$ cat src/dec_pkg.sv
/*
 * saturn decoder shared definitions
 * widths, instruction classes, alu operation codes and the
 * header and record structs passed between the decoder stages
 */
`default_nettype none

package dec_pkg;

  // datapath widths
  localparam int NIBBLE_W     = 4;
  localparam int ADDR_W       = 20;
  localparam int LOAD_NIBBLES = 16;
  localparam int LOAD_W       = LOAD_NIBBLES * NIBBLE_W;
  localparam int LEN_W        = 5;

  // instruction class found by the dispatcher
  typedef enum logic [2:0] {
    KIND_GRP0     = 3'd0,
    KIND_LOAD_P   = 3'd1,
    KIND_LOAD_C   = 3'd2,
    KIND_JMP_COND = 3'd3,
    KIND_JMP_ABS  = 3'd4,
    KIND_BAD      = 3'd5
  } op_kind_t;

  // alu operation carried in the record
  typedef enum logic [4:0] {
    ALU_OP_NOP      = 5'd0,
    ALU_OP_COPY     = 5'd1,
    ALU_OP_ZERO     = 5'd2,
    ALU_OP_EXCH     = 5'd3,
    ALU_OP_INC      = 5'd4,
    ALU_OP_DEC      = 5'd5,
    ALU_OP_JMP_REL2 = 5'd6,
    ALU_OP_JMP_REL3 = 5'd7
  } alu_op_t;

  // classified opcode, dispatcher to emitter
  typedef struct packed {
    logic                valid;
    op_kind_t            kind;
    logic [ADDR_W-1:0]   ins_addr;
    logic [NIBBLE_W-1:0] nib0;
    logic [NIBBLE_W-1:0] nib1;
  } dec_head_t;

  // decoded instruction record
  typedef struct packed {
    logic [ADDR_W-1:0]   ins_addr;
    alu_op_t             alu_op;
    logic [NIBBLE_W-1:0] imm_value;
    logic [LOAD_W-1:0]   load_value;
    logic [LEN_W-1:0]    load_len;
    // return and carry handling
    logic                rtn;
    logic                set_xm;
    logic                set_carry;
    logic                carry_val;
    logic                test_carry;
    logic                en_intr;
    // return stack
    logic                push;
    logic                pop;
    // hex / decimal mode
    logic                set_mode;
    logic                mode_dec;
  } dec_ins_t;

endpackage

`default_nettype wire

$ cat src/sat_dec_dispatch.sv
/*
 * opcode dispatcher
 * reads the first one or two nibbles of each instruction, classifies it
 * and asks the operand collector for any nibbles that follow
 */
`timescale 1ns/1ps
`default_nettype none

module sat_dec_dispatch
  import dec_pkg::*;
(
  input  wire                 i_clk,
  input  wire                 i_reset,
  input  wire                 i_accept,
  input  wire                 i_busy,
  input  wire  [NIBBLE_W-1:0] i_nibble,
  input  wire  [ADDR_W-1:0]   i_pc,
  output dec_head_t           o_head,
  output logic                o_opnd_req,
  output logic [LEN_W-1:0]    o_opnd_len
);

  typedef enum logic {
    ST_FIRST,
    ST_SECOND
  } state_t;

  state_t              state;
  state_t              state_d;
  dec_head_t           head_d;
  logic                req_d;
  logic [LEN_W-1:0]    len_d;
  logic                take;

  // first nibble held while the second one is awaited
  logic [ADDR_W-1:0]   addr_q;
  logic [NIBBLE_W-1:0] nib0_q;

  // operand nibbles belong to the collector
  assign take = i_accept && !i_busy;

  always_comb begin
    state_d = state;
    head_d  = '0;
    req_d   = 1'b0;
    len_d   = '0;
    if (take) begin
      if (state == ST_FIRST) begin
        head_d.ins_addr = i_pc;
        head_d.nib0     = i_nibble;
        case (i_nibble)
          4'h0, 4'h2, 4'h3: begin
            state_d = ST_SECOND;
          end
          4'h4, 4'h5: begin
            // GOC / GONC, two offset nibbles
            head_d.valid = 1'b1;
            head_d.kind  = KIND_JMP_COND;
            req_d        = 1'b1;
            len_d        = LEN_W'(2);
          end
          4'h6, 4'h7: begin
            // GOTO / GOSUB, three offset nibbles
            head_d.valid = 1'b1;
            head_d.kind  = KIND_JMP_ABS;
            req_d        = 1'b1;
            len_d        = LEN_W'(3);
          end
          default: begin
            head_d.valid = 1'b1;
            head_d.kind  = KIND_BAD;
          end
        endcase
      end else begin
        state_d         = ST_FIRST;
        head_d.valid    = 1'b1;
        head_d.ins_addr = addr_q;
        head_d.nib0     = nib0_q;
        head_d.nib1     = i_nibble;
        case (nib0_q)
          4'h0: begin
            // 0E opens the fields group, not kept
            head_d.kind = (i_nibble == 4'hE) ? KIND_BAD : KIND_GRP0;
          end
          4'h2: begin
            head_d.kind = KIND_LOAD_P;
          end
          default: begin
            // LC n loads n+1 nibbles
            head_d.kind = KIND_LOAD_C;
            req_d       = 1'b1;
            len_d       = LEN_W'(i_nibble) + 1'b1;
          end
        endcase
      end
    end
  end

  always_ff @(posedge i_clk) begin
    if (i_reset) begin
      state        <= ST_FIRST;
      o_head.valid <= 1'b0;
      o_opnd_req   <= 1'b0;
    end else begin
      state      <= state_d;
      o_head     <= head_d;
      o_opnd_req <= req_d;
    end
  end

  always_ff @(posedge i_clk) begin
    o_opnd_len <= len_d;
    if (take && state == ST_FIRST) begin
      addr_q <= i_pc;
      nib0_q <= i_nibble;
    end
  end

endmodule

`default_nettype wire

$ cat src/sat_dec_emit.sv
/*
 * record emitter
 * turns a classified header, plus its operands when it has any,
 * into the decoded record and the decoded or error pulse
 */
`timescale 1ns/1ps
`default_nettype none

module sat_dec_emit
  import dec_pkg::*;
(
  input  wire                i_clk,
  input  wire                i_reset,
  input  dec_head_t          i_head,
  input  wire                i_opnd_done,
  input  wire  [LOAD_W-1:0]  i_opnd_value,
  input  wire  [LEN_W-1:0]   i_opnd_len,
  output dec_ins_t           o_ins,
  output logic               o_ins_decoded,
  output logic               o_dec_error
);

  dec_head_t pend_head;
  dec_head_t fire_head;
  logic      pend_valid;
  logic      wait_opnd;
  logic      fire;

  function automatic logic has_operands(op_kind_t kind);
    return (kind == KIND_LOAD_C) || (kind == KIND_JMP_COND) || (kind == KIND_JMP_ABS);
  endfunction

  function automatic dec_ins_t build_ins(dec_head_t hd, logic [LOAD_W-1:0] value,
                                         logic [LEN_W-1:0] len);
    dec_ins_t r;
    r          = '0;
    r.ins_addr = hd.ins_addr;
    r.alu_op   = ALU_OP_NOP;
    case (hd.kind)
      KIND_GRP0: begin
        case (hd.nib1)
          4'h0, 4'h1, 4'h2, 4'h3, 4'hF: begin
            // returns, 0F also re-enables interrupts
            r.rtn       = 1'b1;
            r.pop       = 1'b1;
            r.set_xm    = (hd.nib1 == 4'h0);
            r.set_carry = !hd.nib1[3] && hd.nib1[1];
            r.carry_val = !hd.nib1[3] && hd.nib1[1] && hd.nib1[0];
            r.en_intr   = hd.nib1[3];
          end
          4'h4, 4'h5: begin
            r.set_mode = 1'b1;
            r.mode_dec = hd.nib1[0];
          end
          4'h6, 4'h7: begin
            // RSTK=C pushes, C=RSTK pops
            r.alu_op = ALU_OP_COPY;
            r.push   = !hd.nib1[0];
            r.pop    = hd.nib1[0];
          end
          4'h8:       r.alu_op = ALU_OP_ZERO;
          4'h9, 4'hA: r.alu_op = ALU_OP_COPY;
          4'hB:       r.alu_op = ALU_OP_EXCH;
          4'hC:       r.alu_op = ALU_OP_INC;
          4'hD:       r.alu_op = ALU_OP_DEC;
          default:    r.alu_op = ALU_OP_NOP;
        endcase
      end
      KIND_LOAD_P: begin
        r.alu_op    = ALU_OP_COPY;
        r.imm_value = hd.nib1;
      end
      KIND_LOAD_C: begin
        r.alu_op     = ALU_OP_COPY;
        r.load_value = value;
        r.load_len   = len;
      end
      KIND_JMP_COND: begin
        // 4xy jumps on carry set, 5xy on carry clear
        r.alu_op     = ALU_OP_JMP_REL2;
        r.test_carry = 1'b1;
        r.carry_val  = !hd.nib0[0];
        r.load_value = value;
        r.load_len   = len;
      end
      KIND_JMP_ABS: begin
        r.alu_op     = ALU_OP_JMP_REL3;
        r.push       = hd.nib0[0];
        r.load_value = value;
        r.load_len   = len;
      end
      default: r.alu_op = ALU_OP_NOP;
    endcase
    return r;
  endfunction

  assign wait_opnd = i_head.valid && has_operands(i_head.kind);
  assign fire      = (i_head.valid && !wait_opnd) || (i_opnd_done && pend_valid);
  assign fire_head = i_opnd_done ? pend_head : i_head;

  always_ff @(posedge i_clk) begin
    if (i_reset) begin
      pend_valid    <= 1'b0;
      o_ins         <= '0;
      o_ins_decoded <= 1'b0;
      o_dec_error   <= 1'b0;
    end else begin
      if (wait_opnd) begin
        pend_valid <= 1'b1;
      end else if (i_opnd_done) begin
        pend_valid <= 1'b0;
      end
      o_ins_decoded <= fire && (fire_head.kind != KIND_BAD);
      o_dec_error   <= fire && (fire_head.kind == KIND_BAD);
      if (fire && fire_head.kind != KIND_BAD) begin
        o_ins <= build_ins(fire_head, i_opnd_value, i_opnd_len);
      end
    end
  end

  // header parked until the collector is done
  always_ff @(posedge i_clk) begin
    if (wait_opnd) begin
      pend_head <= i_head;
    end
  end

endmodule

`default_nettype wire

$ cat src/sat_dec_operand.sv
/*
 * operand collector
 * gathers the nibbles that follow an opcode into one value,
 * lowest nibble first, and pulses done when the last one is in
 */
`timescale 1ns/1ps
`default_nettype none

module sat_dec_operand
  import dec_pkg::*;
(
  input  wire                 i_clk,
  input  wire                 i_reset,
  input  wire                 i_accept,
  input  wire                 i_opnd_req,
  input  wire  [LEN_W-1:0]    i_opnd_len,
  input  wire  [NIBBLE_W-1:0] i_nibble,
  output logic                o_busy,
  output logic                o_opnd_done,
  output logic [LOAD_W-1:0]   o_opnd_value,
  output logic [LEN_W-1:0]    o_opnd_len
);

  logic [LEN_W-1:0]  pos;
  logic [LEN_W-1:0]  remain;
  logic [LEN_W-1:0]  cur_pos;
  logic [LEN_W-1:0]  cur_rem;
  logic [LOAD_W-1:0] value_d;
  logic              take;

  // a fresh request restarts at slot 0 in the same cycle
  assign cur_pos = i_opnd_req ? '0 : pos;
  assign cur_rem = i_opnd_req ? i_opnd_len : remain;
  assign take    = i_accept && (cur_rem != '0);
  assign o_busy  = i_opnd_req || (remain != '0);

  always_comb begin
    value_d = i_opnd_req ? '0 : o_opnd_value;
    if (take) begin
      value_d[cur_pos*NIBBLE_W +: NIBBLE_W] = i_nibble;
    end
  end

  always_ff @(posedge i_clk) begin
    if (i_reset) begin
      pos         <= '0;
      remain      <= '0;
      o_opnd_done <= 1'b0;
    end else begin
      o_opnd_done <= take && (cur_rem == LEN_W'(1));
      if (take) begin
        pos    <= cur_pos + 1'b1;
        remain <= cur_rem - 1'b1;
      end else if (i_opnd_req) begin
        pos    <= '0;
        remain <= i_opnd_len;
      end
    end
  end

  always_ff @(posedge i_clk) begin
    o_opnd_value <= value_d;
    if (i_opnd_req) begin
      o_opnd_len <= i_opnd_len;
    end
  end

endmodule

`default_nettype wire

$ cat src/saturn_decoder.sv
/*
 * saturn nibble-serial instruction decoder
 * dispatcher, operand collector and record emitter in a row,
 * one nibble consumed per accepted cycle
 */
`timescale 1ns/1ps
`default_nettype none

module saturn_decoder
  import dec_pkg::*;
(
  input  wire                 i_clk,
  input  wire                 i_reset,
  input  wire                 i_en_dec,
  input  wire                 i_stalled,
  input  wire  [ADDR_W-1:0]   i_pc,
  input  wire  [NIBBLE_W-1:0] i_nibble,
  output dec_ins_t            o_ins,
  output logic                o_ins_decoded,
  output logic                o_dec_error
);

  logic              accept;
  logic              busy;
  logic              opnd_req;
  logic [LEN_W-1:0]  req_len;
  dec_head_t         head;
  logic              opnd_done;
  logic [LOAD_W-1:0] opnd_value;
  logic [LEN_W-1:0]  opnd_len;

  // a nibble is taken whenever decoding is on and not held back
  assign accept = i_en_dec && !i_stalled;

  sat_dec_dispatch u_dispatch (
    .i_clk      (i_clk),
    .i_reset    (i_reset),
    .i_accept   (accept),
    .i_busy     (busy),
    .i_nibble   (i_nibble),
    .i_pc       (i_pc),
    .o_head     (head),
    .o_opnd_req (opnd_req),
    .o_opnd_len (req_len)
  );

  sat_dec_operand u_operand (
    .i_clk        (i_clk),
    .i_reset      (i_reset),
    .i_accept     (accept),
    .i_opnd_req   (opnd_req),
    .i_opnd_len   (req_len),
    .i_nibble     (i_nibble),
    .o_busy       (busy),
    .o_opnd_done  (opnd_done),
    .o_opnd_value (opnd_value),
    .o_opnd_len   (opnd_len)
  );

  sat_dec_emit u_emit (
    .i_clk         (i_clk),
    .i_reset       (i_reset),
    .i_head        (head),
    .i_opnd_done   (opnd_done),
    .i_opnd_value  (opnd_value),
    .i_opnd_len    (opnd_len),
    .o_ins         (o_ins),
    .o_ins_decoded (o_ins_decoded),
    .o_dec_error   (o_dec_error)
  );

endmodule

`default_nettype wire

$ cat config.mk
export PLATFORM = sky130hd
export DESIGN_NAME = saturn_decoder
export DESIGN_NICKNAME = d
export VERILOG_FILES = /design/src/dec_pkg.sv /design/src/sat_dec_dispatch.sv /design/src/sat_dec_emit.sv /design/src/sat_dec_operand.sv /design/src/saturn_decoder.sv
export SDC_FILE = /design/constraint.sdc
export NUM_CORES = 1
export LEC_CHECK = 0
export BUFFER_PORTS_ARGS = -buffer_cell sky130_fd_sc_hd__buf_2
export CORE_AREA = 4 4 131 258
export CTS_CLUSTER_DIAMETER = 40
export DETAILED_ROUTE_END_ITERATION = 10
export DIE_AREA = 0 0 135 262
export PLACE_DENSITY = 0.65
export SYNTH_ARGS = -nofsm -noshare
export SYNTH_HDL_FRONTEND = slang
export SYNTH_SLANG_ARGS = --single-unit
export TNS_END_PERCENT = 1
$ cat constraint.sdc
create_clock -name i_clk -period 3.8 [get_ports i_clk]
set_clock_uncertainty 0.1 [all_clocks]
set_input_delay 0.38 -clock i_clk [delete_from_list [all_inputs] [get_ports i_clk]]
set_output_delay 0.38 -clock i_clk [all_outputs]
set_load 0.05 [all_outputs]
**Word level (Yosys, flattened, before mapping)**

Cells that the tools add are included.

- Register bits after elaboration: 285
- Output and inout port bits: 110

- Add/subtract/negate cells: 4
- Equal/unequal tests: 32
- Shift operators: 2
- Muxes and demuxes: 37
- Bitwise gates (word level): 2
- Reduce and logical (&&, ||, !) cells: 42

Operators by type and width:

| operator | count |
|---|---|
| two-way mux 64 bit | 2 |
| two-way mux 69 bit | 1 |
| bitwise mux 64 bit | 1 |
| variable shift 4 x 34 -> 64 bit (first input constant) | 1 |
| variable part select 4 x 34 -> 64 bit | 1 |
| negator 7 -> 34 bit | 1 |
| == test 4 x 3 -> 1 bit (second input constant) | 8 |
| == test 4 bit (second input constant) | 8 |
| two-way mux 31 bit | 1 |
| two-way mux 5 bit | 6 |
| two-way mux 28 bit | 1 |
| == test 4 x 2 -> 1 bit (second input constant) | 5 |
| one-hot mux 3 bit (5 select lines) | 1 |
| OR reduction 2 bit | 7 |
| == test 3 x 2 -> 1 bit (second input constant) | 4 |
| logical AND 1 bit | 12 |
| logical NOT 4 bit | 3 |
| one-hot mux 3 bit (4 select lines) | 1 |
| one-hot mux 4 bit (3 select lines) | 1 |
| two-way mux 1 bit | 11 |
| nonzero test 5 bit | 2 |
| == test 3 bit (second input constant) | 3 |
| two-way mux 3 bit | 3 |
| two-way mux 4 bit | 2 |
| 20 further kinds | 33 |

**Logic depth before layout (Yosys ltp)**

- Depth after elaboration: 8
- Gate-level depth with buffers: 15

**Cells and area by module**

A second synthesis with hierarchy kept.

- Cells, all modules: 963
- Area total of the unflattened synthesis: 11245.8 um^2

Modules (own cells, without submodules):

| module | times used | cells an instance | area each (um^2) | sequential area each (um^2) |
|---|---|---|---|---|
| sat_dec_emit | 1 | 446 | 5044.8 | 3022.9 |
| sat_dec_operand | 1 | 350 | 3666.0 | 1651.6 |
| sat_dec_dispatch | 1 | 166 | 2521.2 | 1811.7 |
| saturn_decoder | 1 | 1 | 13.8 | 0.0 |

**Worst setup path before layout**

Ideal clock, no wire load.

- Kind: reg-to-reg
- From: register u_dispatch.o_head[29] (netlist name)
- To: register u_emit.pend_head[0] (netlist name) (enable)
- Library setup time: 0.459 ns
- Data arrival time: 3.048 ns
- Required time: 3.241 ns
- Slack: 0.193 ns
- Stages on the path, launching flop included: 3
- Period minus slack after synthesis: 3.607 ns
- Cell sequence: edfxtp_1 > or3b_4 > a21boi_0

- Cells in the longest elaborated chain, start to end: 4
- Elaborated cells on any way between the ends: 6
- Classes of those cells: 3 x eq/ne; 3 x reduce/logical

RTL lines:

| what | RTL line | RTL |
|---|---|---|
| start: declaration | sat_dec_dispatch.sv:18 | `output dec_head_t o_head,` |
| == test 3 x 2 -> 1 bit | sat_dec_emit.sv:30 | `return (kind == KIND_LOAD_C) \|\| (kind == KIND_JMP_COND) \|\| (kind == KIND_JMP_ABS);` |
| logical OR 1 bit | sat_dec_emit.sv:30 |  |
| logical OR 1 bit * | sat_dec_emit.sv:30 |  |
| logical AND 1 bit * | sat_dec_emit.sv:97 | `assign wait_opnd = i_head.valid && has_operands(i_head.kind);` |
| via u_emit.wait_opnd | sat_dec_emit.sv:26 | `logic wait_opnd;` |
| end signal: assignment | sat_dec_emit.sv:124 | `pend_head <= i_head;` |
| end: declaration | sat_dec_emit.sv:23 | `dec_head_t pend_head;` |

The timed path passes the listed nets; every way through them passes the cells marked *.
A chain may end at the register's enable or synchronous reset.

**Worst setup path after layout**

- From: register u_dispatch.o_opnd_req
- To: register u_operand.o_opnd_value[44]

- Cells in the longest elaborated chain, start to end: 5
- Elaborated cells on any way between the ends: 10
- Classes of those cells: 1 x add/sub; 2 x shift; 5 x mux; 2 x reduce/logical

RTL lines:

| what | RTL line | RTL |
|---|---|---|
| start: declaration | sat_dec_dispatch.sv:19 | `output logic o_opnd_req,` |
| start signal: assignment | sat_dec_dispatch.sv:107 | `o_opnd_req <= req_d;` |
| two-way mux 5 bit | -- |  |
| negator 7 -> 34 bit | sat_dec_operand.sv:40 | `value_d[cur_pos*NIBBLE_W +: NIBBLE_W] = i_nibble;` |
| variable part select 4 x 34 -> 64 bit or variable shift 4 x 34 -> 64 bit (tied branches) | sat_dec_operand.sv:40 |  |
| bitwise mux 64 bit | sat_dec_operand.sv:40 |  |
| two-way mux 64 bit * | sat_dec_operand.sv:39 | `if (take) begin` |
| via u_operand.value_d[44] | sat_dec_operand.sv:28 | `logic [LOAD_W-1:0] value_d;` |
| end signal: assignment | sat_dec_operand.sv:62 | `o_opnd_value <= value_d;` |
| end: declaration | sat_dec_operand.sv:20 | `output logic [LOAD_W-1:0] o_opnd_value,` |

Marks and branches as above.

==> out/qor.yml <==
cts_made_buffers: 29
dp_cells: 1449
initial_core_util_pct: 34.8
synth-edff-count: 85
worstSetupPathType: "reg2reg"
fin_area_um2: 13100
max_cap_violations: 0
via_per_inst: 4.93
synthTopCellsByCount: "192 x dfxtp_1, 110 x mux2i_1, 91 x nor2_1"
outcome: "complete, no violations"
die_h_um: 262
synth_top_area_share_pct: 34.9
synth_flop_cell: "dfxtp_1"
synth.area.top_cells: "dfxtp_1 35%, edfxtp_1 23%, mux2i_1 10%"
ant_nets: 0
cts.path.max_buffers: 3
endpoint_kind: "flip-flop"
synth-async-reset-ratio_pct: 0
chipWidth_um: 135
yosys.area_share.simple_pct: 14.5
wirelength_mm: 27.5
drc: 0
antenna_found_initial: 0
yosys.area_share.adder_pct: 1.23
overflow: 0
cts_tree: "built"
seq_area_frac_synth_pct: 58.1
synth_mux_area_share_pct: 10.7
syn_to_final_growth_pct: 19.1
cts.repair.resized: 0
post_cts_buffers: 0
p_leak_nw: 5.36
fillers: 3071
track_usage_pct: 15.2
dpl_worst_slack_ns: 0.709
grt_pass1_wl_mm: 42.3
ys_warn_count: 0
worstMarginPinSlew_ns: 1.17
worst_slack_ns: 0.702
yosysMostFrequentCell: "dfxtp_1"
via_count: 7509
startpoint_type: "flip-flop"
wl_per_cell_um: 18.1
first_pass_iters: 5
hpwl_mm: 19.7
finish.utilization_pct: 41.5
cts-root-buf: "clkbuf_16"
hold_viol_final: 0
antenna_cells: 0
synth-compound-area-share_pct: 11.1
rsz0062_at_grt: "no"
gp_congestion: 0.888
placed_cell_area_um2: 12000
relSlewSlack_pct: 22.0
drt-initial-drc-count: 519
coreArea_um2: 31700
drive_gt1_share_pct: 20.8
maxSlewViolCount: 0
synth.distinct_cells: 67
critPathRequiredTime_ns: 4.18
ios: 138
ctsHoldBuffers: 20
fmax_mhz: 323
synth_top_family_by_area: "simple AND/OR/NAND/NOR gates"
dieArea_um2: 35400
irDropWorstVdd_mv: 0.361
insertion_delay_ns: 0.55
clock-sinks: 277
p_per_area_nw_per_um2: 679
grt_max_degree: 70
htree_num_levels: 1
synth_area_leader_cell: "dfxtp_1"
grt_pass1_vias: 7584
portBuffers: 135
worstHoldPathType: "in2reg"
finalNonFillerCells: 1522
cts.reportedPaths.clkPinSlew_ns: 0.06
finalSetupViolCount: 0
final.period_utilization_pct: 81.5
rows: 92
path_max_fanout: 17
synth_area_um2: 11000
syn-mean-instance-area_um2: 11.8
synth_xor_area_share_pct: 0.954
arrival_ns: 3.48
yosys_register_bits: 277
min_period_ns: 3.10
num-nets-final: 1115
syn_inst: 937
tns_ns: 0
[power breakdown]
group	switching [mW]	total (mW)	leakage [nW]	internal, mW
Clock	1.21	2.73	0.471	1.51
Sequential	0.409	4.16	2.38	3.75
Combinational	1.30	2.02	2.51	0.716
Total	2.93	8.91	5.36	5.98
[cell usage in the layout (no fill, tap or decap), types with 5 or more instances in the layout]
cell type      count
a211oi_1          21
a21oi_1           22
a22o_1            72
a22oi_1            8
and3_1             8
buf_2            135
buf_4             13
clkbuf_16         29
clkinv_2           5
dfxtp_1          189
dlygate4sd3_1     20
edfxtp_1          85
ha_1              10
inv_1             10
inv_8              5
mux2_2             7
mux2i_1          110
nand2_1           36
nand2b_1          73
nand3_1           23
nor2_1            90
nor2b_1            8
nor3_1            18
nor3b_2            6
nor4_1             5
o21ai_0            8
xnor2_1            9
[final timing paths]
check,start,to,slack (ns),cells past startpoint
worst min register to register,u_dispatch.o_head[9]$_SDFFCE_PN0N_,u_emit.pend_head[9]$_DFFE_PP_,0.35,0
worst min-delay path,i_nibble[3],u_dispatch.nib0_q[3]$_DFFE_PP_,0.11,1
worst max register to register,u_dispatch.o_opnd_req$_SDFF_PP0_,u_operand.o_opnd_value[44]$_DFF_P_,0.70,9
worst max-delay path,u_dispatch.o_opnd_req$_SDFF_PP0_,u_operand.o_opnd_value[44]$_DFF_P_,0.70,9
[critical path: stages, from the launching register on]
cell and delay [ns]:
dfxtp_2 0.43, nor2b_1 0.24, inv_1 0.07, ha_1 0.33
inv_1 0.12, nor2_1 0.05, ha_1 0.24, nor4_1 0.71
nor3b_2 0.50, mux2i_1 0.24
[cell type report]
type / count / area (um2) / area share, %
inverter: 10 / 37.5 / 0.286
sequential: 277 / 6400 / 48.8
clock buffer: 36 / 792 / 6.03
timing repair buffer: 168 / 973 / 7.42
multi-input combinational: 591 / 4260 / 32.5
clock inverter: 17 / 133 / 1.01
tap: 423 / 529 / 4.03
[routing by layer]
metal / routed length (um) / vias up / GRT usage (%)
met5: 0 / - / 0
met4: 1340 / 0 / 7.88
met3: 1120 / 64 / 2.07
met2: 15000 / 191 / 29.1
met1: 10000 / 3585 / 15.8
li1: - / 3669 / -
[per-stage QoR]
stage,hold slack [ns],power (mW)
after global placement,0.333,6.20
after CTS,0.0725,9.04
final,0.110,8.91
after detailed placement,0.338,6.24
after global routing,0.0849,9.41
after floorplan,0.308,5.62
[state kept, by name, indices dropped and copies added (netlist names)]
signal / cells
u_operand.o_opnd_value: 64
u_dispatch.state: 1
u_emit.o_dec_error: 1
u_emit.o_ins: 106
u_dispatch.addr_q: 20
u_operand.remain: 5
u_dispatch.o_head: 29
u_operand.o_opnd_len: 5
u_emit.o_ins_decoded: 1
u_dispatch.o_opnd_len: 5
u_operand.pos: 5
u_dispatch.o_opnd_req: 1
u_emit.pend_valid: 1
u_dispatch.nib0_q: 4
u_emit.pend_head: 28
u_operand.o_opnd_done: 1
[cell families (layout without fill, tap and decap cells)]
group / count (synthesis) / count (layout)
and+or+nand+nor: 294 / 294
DFF: 277 / 277
AOI/OAI and AO/OA: 155 / 155
muxes: 117 / 117
buffers and inverters: 70 / 231
xor gates and xnor gates: 12 / 12
adders and majority gates: 11 / 11
other: 1 / 2
(Power assumes the default switching activity.)
